## src/av_pkg.sv

```systemverilog
// Video and audio definitions for the arcade I/O glue
// Core pixel as produced by the game, the expanded VGA word,
// the scanline modes and the pixel and audio widths

`default_nettype none

package av_pkg;

	localparam int CE_DIV   = 4;               // clk_sys cycles per pixel
	localparam int CE_CNT_W = $clog2(CE_DIV);
	localparam int VID_W    = 6;               // Output color depth
	localparam int AUDIO_W  = 8;
	localparam int DAC_W    = 16;

	// 3-3-2 pixel from the core with syncs and blanks
	typedef struct packed {
		logic [2:0] r;
		logic [2:0] g;
		logic [1:0] b;
		logic       hs;
		logic       vs;
		logic       hb;
		logic       vb;
	} core_pixel_t;

	typedef struct packed {
		logic [VID_W-1:0] r;
		logic [VID_W-1:0] g;
		logic [VID_W-1:0] b;
		logic             hs;
		logic             vs;
	} out_pixel_t;

	typedef enum logic [1:0] {
		SL_OFF,
		SL_25,
		SL_50,
		SL_75
	} scanline_e;

endpackage

`default_nettype wire

```

## src/input_pkg.sv

```systemverilog
// Input side definitions for the arcade I/O glue
// Keyboard scan codes, the raw key event from the host link,
// joystick bit positions and the player control word
// Imported by the key decoder, the control mapper and the top level

`default_nettype none

package input_pkg;

	// Joystick direction bits, low nibble of joystick_0 and joystick_1
	localparam int JOY_RIGHT = 0;
	localparam int JOY_LEFT  = 1;
	localparam int JOY_DOWN  = 2;
	localparam int JOY_UP    = 3;

	// Scan codes of the game keys
	typedef enum logic [7:0] {
		KEY_UP    = 8'h75,
		KEY_DOWN  = 8'h72,
		KEY_LEFT  = 8'h6B,
		KEY_RIGHT = 8'h74,
		KEY_W     = 8'h1D, // Player 2 up
		KEY_S     = 8'h1B,
		KEY_A     = 8'h1C,
		KEY_D     = 8'h23,
		KEY_ESC   = 8'h76, // Coin
		KEY_F1    = 8'h05, // Start 1
		KEY_F2    = 8'h06, // Start 2
		KEY_CTRL  = 8'h14, // Fire 3
		KEY_ALT   = 8'h11, // Fire 2
		KEY_SPACE = 8'h29  // Fire 1
	} key_code_e;

	// Raw host key event, new event on every toggle change
	typedef struct packed {
		logic       toggle;
		logic       pressed;
		logic       spare;
		logic [7:0] code;
	} key_event_t;

	typedef struct packed {
		logic up;
		logic down;
		logic left;
		logic right;
	} dir_t;

	// Held game keys
	typedef struct packed {
		dir_t p1;
		dir_t p2;
		logic coin;
		logic start1;
		logic start2;
		logic fire1;
		logic fire2;
		logic fire3;
	} key_state_t;

	// Control word handed to the core, all active high
	typedef struct packed {
		dir_t p1;
		dir_t p2;
		logic coin;
		logic start1;
		logic start2;
		logic fire1;
		logic fire2;
		logic fire3;
	} player_ctrl_t;

endpackage

`default_nettype wire
```

## src/arcade_io_top.sv

```systemverilog
// Arcade core I/O glue, top level
// Keyboard and joystick input to the player control word, pixel
// enable and 6-6-6 video out, and the sigma-delta audio pins.
// The game core sits outside and feeds core_pixel and core_audio

`timescale 1ns/100ps
`default_nettype none

module arcade_io_top import input_pkg::*, av_pkg::*; (
	input  wire logic               clk_sys,
	input  wire logic               rst_n,
	// Host input
	input  key_event_t              key_event,
	input  wire logic [7:0]         joystick_0,
	input  wire logic [7:0]         joystick_1,
	input  wire logic               rotate,
	input  scanline_e               scanlines,
	// From the game core
	input  core_pixel_t             core_pixel,
	input  wire logic [AUDIO_W-1:0] core_audio,
	// To the core and the board
	output player_ctrl_t            controls,
	output logic                    ce_pix,
	output out_pixel_t              vga,
	output logic                    audio_l,
	output logic                    audio_r
);

	key_state_t key_state;
	logic       dac_bit;

	// ============================================================
	// Controls
	// ============================================================

	key_decoder i_key_decoder (
		.clk_sys   (clk_sys),
		.rst_n     (rst_n),
		.key_event (key_event),
		.key_state (key_state)
	);

	control_mapper i_control_mapper (
		.clk_sys    (clk_sys),
		.rst_n      (rst_n),
		.key_state  (key_state),
		.joystick_0 (joystick_0),
		.joystick_1 (joystick_1),
		.rotate     (rotate),
		.controls   (controls)
	);

	// ============================================================
	// Video and audio
	// ============================================================

	pixel_stage i_pixel_stage (
		.clk_sys    (clk_sys),
		.rst_n      (rst_n),
		.core_pixel (core_pixel),
		.scanlines  (scanlines),
		.ce_pix     (ce_pix),
		.vga        (vga)
	);

	sigma_delta_dac i_dac (
		.clk_sys (clk_sys),
		.rst_n   (rst_n),
		.sample  (core_audio),
		.bit_out (dac_bit)
	);

	// Mono core, same stream on both pins
	assign audio_l = dac_bit;
	assign audio_r = dac_bit;

endmodule

`default_nettype wire

```

## src/sigma_delta_dac.sv

```systemverilog
// First-order sigma-delta audio DAC
// The 8-bit core sample is written twice into a 16-bit word and
// accumulated every clk_sys cycle; the carry is the one-bit output,
// which an RC filter on the board turns back into audio

`timescale 1ns/100ps
`default_nettype none

module sigma_delta_dac import av_pkg::*; (
	input  wire logic               clk_sys,
	input  wire logic               rst_n,
	input  wire logic [AUDIO_W-1:0] sample,
	output logic                    bit_out
);

	logic [DAC_W-1:0] din;
	logic [DAC_W-1:0] acc;
	logic [DAC_W:0]   sum; // Carry in the top bit

	assign din = {2{sample}}; // Full scale 'hFF maps to 'hFFFF
	assign sum = {1'b0, acc} + {1'b0, din};

	always_ff @(posedge clk_sys) begin
		if (!rst_n) begin
			acc     <= '0;
			bit_out <= 1'b0;
		end else begin
			acc     <= sum[DAC_W-1:0];
			bit_out <= sum[DAC_W];
		end
	end

	// Silence gives a flat line once the last carry has left
	a_silent_low: assert property (
		@(posedge clk_sys) disable iff (!rst_n)
		(sample == '0) [*2] |-> !bit_out
	) else $error("audio bit high during silence");

endmodule

`default_nettype wire

```

## src/pixel_stage.sv

```systemverilog
// Pixel clock enable and video output stage
// Makes the pixel enable from clk_sys, samples the core pixel on it,
// blanks and expands 3-3-2 color to 6-6-6 and dims odd scanlines.
// vga updates one edge after each ce_pix pulse

`timescale 1ns/100ps
`default_nettype none

module pixel_stage import av_pkg::*; (
	input  wire logic  clk_sys,
	input  wire logic  rst_n,
	input  core_pixel_t core_pixel,
	input  scanline_e   scanlines,
	output logic        ce_pix,
	output out_pixel_t  vga
);

	logic [CE_CNT_W-1:0] ce_cnt;
	logic                hs_q;
	logic                vs_q;
	logic                line_odd;
	logic                line_odd_nxt;
	logic [2:0]          b3;
	logic [VID_W-1:0]    r_x;
	logic [VID_W-1:0]    g_x;
	logic [VID_W-1:0]    b_x;
	out_pixel_t          vga_nxt;

	function automatic logic [VID_W-1:0] dim(input logic [VID_W-1:0] c, input scanline_e mode);
		case (mode)
			SL_25:   dim = c - (c >> 2);
			SL_50:   dim = c >> 1;
			SL_75:   dim = c >> 2;
			default: dim = c;
		endcase
	endfunction

	// ============================================================
	// Pixel enable, one pulse every CE_DIV cycles
	// ============================================================

	always_ff @(posedge clk_sys) begin
		if (!rst_n) begin
			ce_cnt <= '0;
			ce_pix <= 1'b0;
		end else begin
			ce_pix <= (ce_cnt == CE_CNT_W'(CE_DIV - 1));
			if (ce_cnt == CE_CNT_W'(CE_DIV - 1)) ce_cnt <= '0;
			else                                 ce_cnt <= ce_cnt + 1'b1;
		end
	end

	// ============================================================
	// Line parity and color path
	// ============================================================

	always_comb begin
		line_odd_nxt = line_odd;
		if (core_pixel.vs && !vs_q)      line_odd_nxt = 1'b0; // New frame
		else if (core_pixel.hs && !hs_q) line_odd_nxt = ~line_odd;
	end

	always_comb begin
		r_x = {core_pixel.r, core_pixel.r};
		g_x = {core_pixel.g, core_pixel.g};
		b3  = {core_pixel.b, core_pixel.b[1]};
		b_x = {b3, b3};
		vga_nxt.hs = core_pixel.hs;
		vga_nxt.vs = core_pixel.vs;
		if (core_pixel.hb || core_pixel.vb) begin
			vga_nxt.r = '0;
			vga_nxt.g = '0;
			vga_nxt.b = '0;
		end else if (line_odd_nxt) begin
			vga_nxt.r = dim(r_x, scanlines);
			vga_nxt.g = dim(g_x, scanlines);
			vga_nxt.b = dim(b_x, scanlines);
		end else begin
			vga_nxt.r = r_x;
			vga_nxt.g = g_x;
			vga_nxt.b = b_x;
		end
	end

	always_ff @(posedge clk_sys) begin
		if (!rst_n) begin
			hs_q     <= 1'b0;
			vs_q     <= 1'b0;
			line_odd <= 1'b0;
			vga      <= '0;
		end else if (ce_pix) begin
			hs_q     <= core_pixel.hs;
			vs_q     <= core_pixel.vs;
			line_odd <= line_odd_nxt;
			vga      <= vga_nxt;
		end
	end

	a_ce_spacing: assert property (
		@(posedge clk_sys) disable iff (!rst_n)
		ce_pix |=> !ce_pix [*CE_DIV-1]
	) else $error("ce_pix pulses closer than CE_DIV cycles");

	// Output only moves on the edge after a pulse
	a_vga_hold: assert property (
		@(posedge clk_sys) disable iff (!rst_n)
		!ce_pix |=> $stable(vga)
	) else $error("vga changed without a pixel enable");

endmodule

`default_nettype wire

```

## src/control_mapper.sv

```systemverilog
// Player control mapper
// Merges held keys with the two joysticks, applies the optional
// rotation for a sideways cabinet and registers the control word.
// Joystick and rotate changes show on controls one edge later

`timescale 1ns/100ps
`default_nettype none

module control_mapper import input_pkg::*; (
	input  wire logic       clk_sys,
	input  wire logic       rst_n,
	input  key_state_t      key_state,
	input  wire logic [7:0] joystick_0,
	input  wire logic [7:0] joystick_1,
	input  wire logic       rotate,
	output player_ctrl_t    controls
);

	dir_t         p1_dir;
	dir_t         p2_dir;
	player_ctrl_t ctrl_nxt;

	function automatic dir_t joy_dir(input logic [7:0] joy);
		dir_t d;
		d.up    = joy[JOY_UP];
		d.down  = joy[JOY_DOWN];
		d.left  = joy[JOY_LEFT];
		d.right = joy[JOY_RIGHT];
		return d;
	endfunction

	// Quarter turn, stick left moves the sprite up
	function automatic dir_t rotate_dir(input dir_t d);
		dir_t r;
		r.up    = d.left;
		r.down  = d.right;
		r.left  = d.down;
		r.right = d.up;
		return r;
	endfunction

	always_comb begin
		p1_dir   = key_state.p1 | joy_dir(joystick_0);
		p2_dir   = key_state.p2 | joy_dir(joystick_1);
		ctrl_nxt = '{p1: rotate ? rotate_dir(p1_dir) : p1_dir,
		             p2: rotate ? rotate_dir(p2_dir) : p2_dir,
		             coin: key_state.coin, start1: key_state.start1,
		             start2: key_state.start2, fire1: key_state.fire1,
		             fire2: key_state.fire2, fire3: key_state.fire3};
	end

	always_ff @(posedge clk_sys) begin
		if (!rst_n) controls <= '0;
		else        controls <= ctrl_nxt;
	end

	// Unrotated and no keys, the sticks land bit for bit
	a_joy_passthrough: assert property (
		@(posedge clk_sys) disable iff (!rst_n)
		(!rotate && key_state == '0) |=>
			(controls.p1 == $past(joystick_0[3:0]) && controls.p2 == $past(joystick_1[3:0]))
	) else $error("controls do not follow joystick directions");

endmodule

`default_nettype wire

```

## src/key_decoder.sv

```systemverilog
// Keyboard event decoder
// Registers the host key event, spots a new event by its toggle bit
// and keeps the held state of the fourteen game keys.
// key_state follows a key_event change after two clk_sys edges

`timescale 1ns/100ps
`default_nettype none

module key_decoder import input_pkg::*; (
	input  wire logic       clk_sys,
	input  wire logic       rst_n,
	input  key_event_t      key_event,
	output key_state_t      key_state
);

	key_event_t ev_q;     // Registered raw event
	logic       tog_prev; // Toggle seen one cycle earlier
	logic       ev_new;

	always_ff @(posedge clk_sys) begin
		ev_q <= key_event;
	end

	assign ev_new = (ev_q.toggle != tog_prev);

	// ============================================================
	// Held key table
	// ============================================================

	always_ff @(posedge clk_sys) begin
		if (!rst_n) begin
			tog_prev  <= key_event.toggle; // Stale toggle must not fire on release
			key_state <= '0;
		end else begin
			tog_prev <= ev_q.toggle;
			if (ev_new) begin
				case (ev_q.code)
					KEY_UP:    key_state.p1.up    <= ev_q.pressed;
					KEY_DOWN:  key_state.p1.down  <= ev_q.pressed;
					KEY_LEFT:  key_state.p1.left  <= ev_q.pressed;
					KEY_RIGHT: key_state.p1.right <= ev_q.pressed;
					KEY_W:     key_state.p2.up    <= ev_q.pressed;
					KEY_S:     key_state.p2.down  <= ev_q.pressed;
					KEY_A:     key_state.p2.left  <= ev_q.pressed;
					KEY_D:     key_state.p2.right <= ev_q.pressed;
					KEY_ESC:   key_state.coin     <= ev_q.pressed;
					KEY_F1:    key_state.start1   <= ev_q.pressed;
					KEY_F2:    key_state.start2   <= ev_q.pressed;
					KEY_SPACE: key_state.fire1    <= ev_q.pressed;
					KEY_ALT:   key_state.fire2    <= ev_q.pressed;
					KEY_CTRL:  key_state.fire3    <= ev_q.pressed;
					default: ; // Unknown codes ignored
				endcase
			end
		end
	end

	// Held keys only move on a detected event
	a_state_needs_event: assert property (
		@(posedge clk_sys) disable iff (!rst_n)
		!ev_new |=> $stable(key_state)
	) else $error("key_state changed without a key event");

endmodule

`default_nettype wire

```

## config.mk

```make
export PLATFORM = sky130hd
export DESIGN_NAME = arcade_io_top
export DESIGN_NICKNAME = d
export VERILOG_FILES = /design/src/av_pkg.sv /design/src/input_pkg.sv /design/src/arcade_io_top.sv /design/src/sigma_delta_dac.sv /design/src/pixel_stage.sv /design/src/control_mapper.sv /design/src/key_decoder.sv
export SDC_FILE = /design/constraint.sdc
export NUM_CORES = 1
export LEC_CHECK = 0
export BUFFER_PORTS_ARGS = -buffer_cell sky130_fd_sc_hd__buf_2
export CAP_MARGIN = 20
export CORE_ASPECT_RATIO = 0.5
export CORE_MARGIN = 5
export CORE_UTILIZATION = 59
export CTS_CLUSTER_DIAMETER = 120
export DETAILED_ROUTE_END_ITERATION = 10
export PLACE_DENSITY_LB_ADDON = 0.08
export SETUP_SLACK_MARGIN = 0.02
export SLEW_MARGIN = 20
export SYNTH_ARGS = -nofsm -noshare
export SYNTH_HDL_FRONTEND = slang
export SYNTH_SLANG_ARGS = --single-unit
```

## constraint.sdc

```tcl
create_clock -name clk_sys -period 3.3 [get_ports clk_sys]
set_input_delay 0.165 -clock clk_sys [delete_from_list [all_inputs] [get_ports clk_sys]]
set_output_delay 0.165 -clock clk_sys [all_outputs]
set_load 0.01 [all_outputs]
```

==> metrics.md <==
| Metric | Value |
|---|---|
| Status | `completed` |
| Die Height | `70.4 µm` |
| Clk_skew | `0.00410 ns` |
| TritonRoute pass-1 iters | `5` |
| Worst Hold Endpoint | `i_pixel_stage.vga[0]` |
| CP Data Required Time | `3.53 ns` |
| Core Rows | `22` |
| Total Wirelength | `9.77 mm` |
| Worst rel slew slack | `54.4%` |
| Final worst setup slack | `0.946 ns` |
| Via count | `3792` |
| Num CTS Buffers | `9` |
| Setup violations, final | `0` |
| Vias per inst | `5.56` |
| TNS Setup | `0 ns` |
| Starting DRT DRC Count | `116` |
| Post-synth EDFFs | `0` |
| RSZ-0062 raised after global routing | `false` |
| Setup Buffers After CTS | `0` |
| Clock buffer depth | `2` |
| Fin nets | `664` |
| Gr usage total | `22.0%` |
| GPL Wtd Cong | `0.924` |
| Initial Util | `59.7%` |
| Grt total ovfl | `0` |
| Wire length of the first global-routing pass | `16.4 mm` |
| Pwr/cell area | `579 nW/µm²` |
| Ant diodes | `0` |
| Main synth FF type | `dfxtp_1` |
| Wire per inst | `14.3 µm` |
| CTS Hold Bufs | `10` |
| Netlist Area Pre-Place | `4310 µm²` |
| Number of synthesized register bits | `80` |
| Worst R2R Setup Slack | `0.95 ns` |
| Total Power | `0.00299 W` |
| Number of global-route vias before repair | `3602` |
| Min Tclk post-route | `2.35 ns` |
| WP data arrival | `2.58 ns` |
| Residual DRC | `0` |
| Slew @ Worst Pin | `0.682 ns` |
| Max Slew Vio Count | `0` |
| I/O Buffers | `79` |
| TritonCTS clock tree | `built` |
| Io pins | `89` |
| Core Area | `7210 µm²` |
| Reg-to-reg endpoint | `i_dac.bit_out` |
| PostCTS Resize Cnt | `0` |
| Area grow syn2layout | `19.9%` |
| Detail Route Antenna Nets | `0` |
| Mapped Avg Cell Area | `8.63 µm²` |
| Clock Tree Root | `clkbuf_16` |
| Clock sinks | `80` |
| Dpl hpwl | `7.14 mm` |
| Worst Reg-to-Reg Cells | `7` |
| Dpl ws | `0.933 ns` |
| Final count of hold timing violations | `0` |
| Reg clk slew, reported paths | `0.06 ns` |
| Sequential-to-total area share from yosys stat | `37.2%` |
| Leakage | `2.37 nW` |
| Fmax achieved | `425 MHz` |
| Mapped Nets | `582` |
| Share of cells above drive strength 1 | `18.6%` |
| Hold path startpoint | `core_pixel[2]` |
| R2r startpoint | `i_dac.acc[0]` |
| Crit path max fanout | `4` |
| Htree depth | `3` |
| Die footprint | `9210 µm²` |
| Crit path kind | `register to register` |
| Clk_lat worst skew | `0.34 ns` |
| Peak VDD IR | `0.368 mV` |
| Critical Path Start Type | `register` |
| Worst Hold Depth | `3` |
| HP Class | `input pin to register` |
| Initial antenna violation count | `0` |
| Die Wd | `131 µm` |
| Number of distinct library cells after synthesis | `65` |
| Crit path launch | `i_dac.acc[0]` |
| Synth Instances | `499` |
| Critical Path Sink Type | `register` |
| Largest net degree at the start of global routing | `39` |
| Ys async rst share | `0%` |
| Synth warnings | `0` |
| Final period util | `71.3%` |
| MaxCap Viol Count | `0` |
## routing by layer
layer / track usage [%] / wire length [µm] / share of wire (%) / vias up
li1: - / - / - / 1932
met5: 0 / 0 / 0 / -
met3: 6.65 / 663 / 6.8 / 8
met4: 4.90 / 60 / 0.61 / 0
met1: 26.1 / 4220 / 43 / 1745
met2: 39.1 / 4830 / 49 / 107
## cell type report
type                            instances  area [µm²]
Timing Repair Buffer                   92         518
Sequential cell                        80        1600
Fill cell                             588        2050
Tap cell                               96         120
Clock inverter                          5        63.8
Clock buffer                           11         253
Inverter                               20        75.1
Multi-Input combinational cell        378        2530
## kinds of logic (layout without fill, tap and decap cells)
family | Yosys count | count (layout) | share of synthesized area (%)
flops | 80 | 80 | 37.2
xor+xnor | 11 | 11 | 2.41
mux | 25 | 25 | 6.13
simple gates | 197 | 197 | 23.0
compound gates | 114 | 114 | 17.7
fa+ha+maj | 31 | 31 | 9.53
buf+inv | 41 | 128 | 4.01
## per-stage QoR
step | std cells | instance area [µm²] | hold slack [ns] | utilization (%)
4_1_cts | 682 | 5160 | 0.0892 | 71.6
3_5_place_dp | 656 | 4750 | 0.269 | 65.8
6_report | 682 | 5160 | 0.105 | 71.6
2_1_floorplan | 499 | 4310 | 0.193 | -
3_3_place_gp | 656 | 4750 | 0.267 | 65.8
5_1_grt | 682 | 5160 | 0.105 | 71.6
## synthesized netlist by cell type (3+ instances only)
library cell,number,area share [%]
nand3b_1,4,0.70
ha_1,28,8.1
nand3_1,15,1.7
or3_1,4,0.58
buf_4,4,0.70
nand2b_1,16,2.3
o21ai_0,26,3.0
nor2b_1,8,1.2
a211oi_1,13,2.3
o211ai_1,4,0.70
a21o_1,6,1.0
inv_1,18,1.6
nor2_1,41,3.6
o311a_1,3,0.70
and2_1,12,1.7
dfxtp_1,80,37
clkbuf_1,13,1.1
nand2_1,61,5.3
mux2i_1,23,5.3
nand4_1,5,0.73
a221o_1,3,0.70
xnor2_1,9,1.8
fa_1,3,1.4
nor3_1,17,2.0
buf_2,3,0.35
o21a_1,8,1.4
a21oi_1,26,3.0
o22ai_1,3,0.44
## cell usage in the layout, fill, tap and decap left out, types with 4 or more instances in the layout
master,count
a211oi_1,13
a21o_1,6
a21oi_1,26
and2_1,12
buf_2,79
clkbuf_16,9
dfxtp_1,80
dlygate4sd3_1,10
ha_1,28
inv_1,18
mux2i_1,23
nand2_1,61
nand2b_1,16
nand3_1,15
nand3b_1,4
nand4_1,5
nor2_1,41
nor2b_1,8
nor3_1,17
o211ai_1,4
o21a_1,8
o21ai_0,26
or3_1,4
xnor2_1,9
## worst max-delay path by stage
stage	slack, ns	endpoint
after detailed placement	0.93	i_dac.bit_out
after CTS	0.94	i_dac.bit_out
after global routing	0.86	i_dac.bit_out
final	0.95	i_dac.bit_out
after global placement	0.97	i_dac.bit_out
after floorplan	1.12	i_dac.bit_out
## worst max-delay path, cell delays in order (launching register included)
cell      delay, ns
dfxtp_1        0.30
ha_1           0.20
fa_1           0.45
a211oi_2       0.28
o31ai_1        0.14
a31o_1         0.30
a221o_1        0.35
a41o_1         0.24
## registers in the layout, indices dropped and copies added, names as in the netlist
name,cells
i_pixel_stage.vga,20
i_pixel_stage.ce_pix,1
i_control_mapper.controls,14
i_dac.bit_out,1
i_pixel_stage.line_odd,1
i_key_decoder.ev_q,10
i_key_decoder.tog_prev,1
i_dac.acc,16
i_key_decoder.key_state,14
i_pixel_stage.ce_cnt,2
## power breakdown
group / leakage [nW] / internal [W] / switching, W
registers: 0.656 / 0.00107 / 0.0000401
logic: 1.57 / 0.000386 / 0.000464
clock network: 0.152 / 0.000632 / 0.000399
total: 2.37 / 0.00209 / 0.000903
Power figures use the tool's default switching activity.
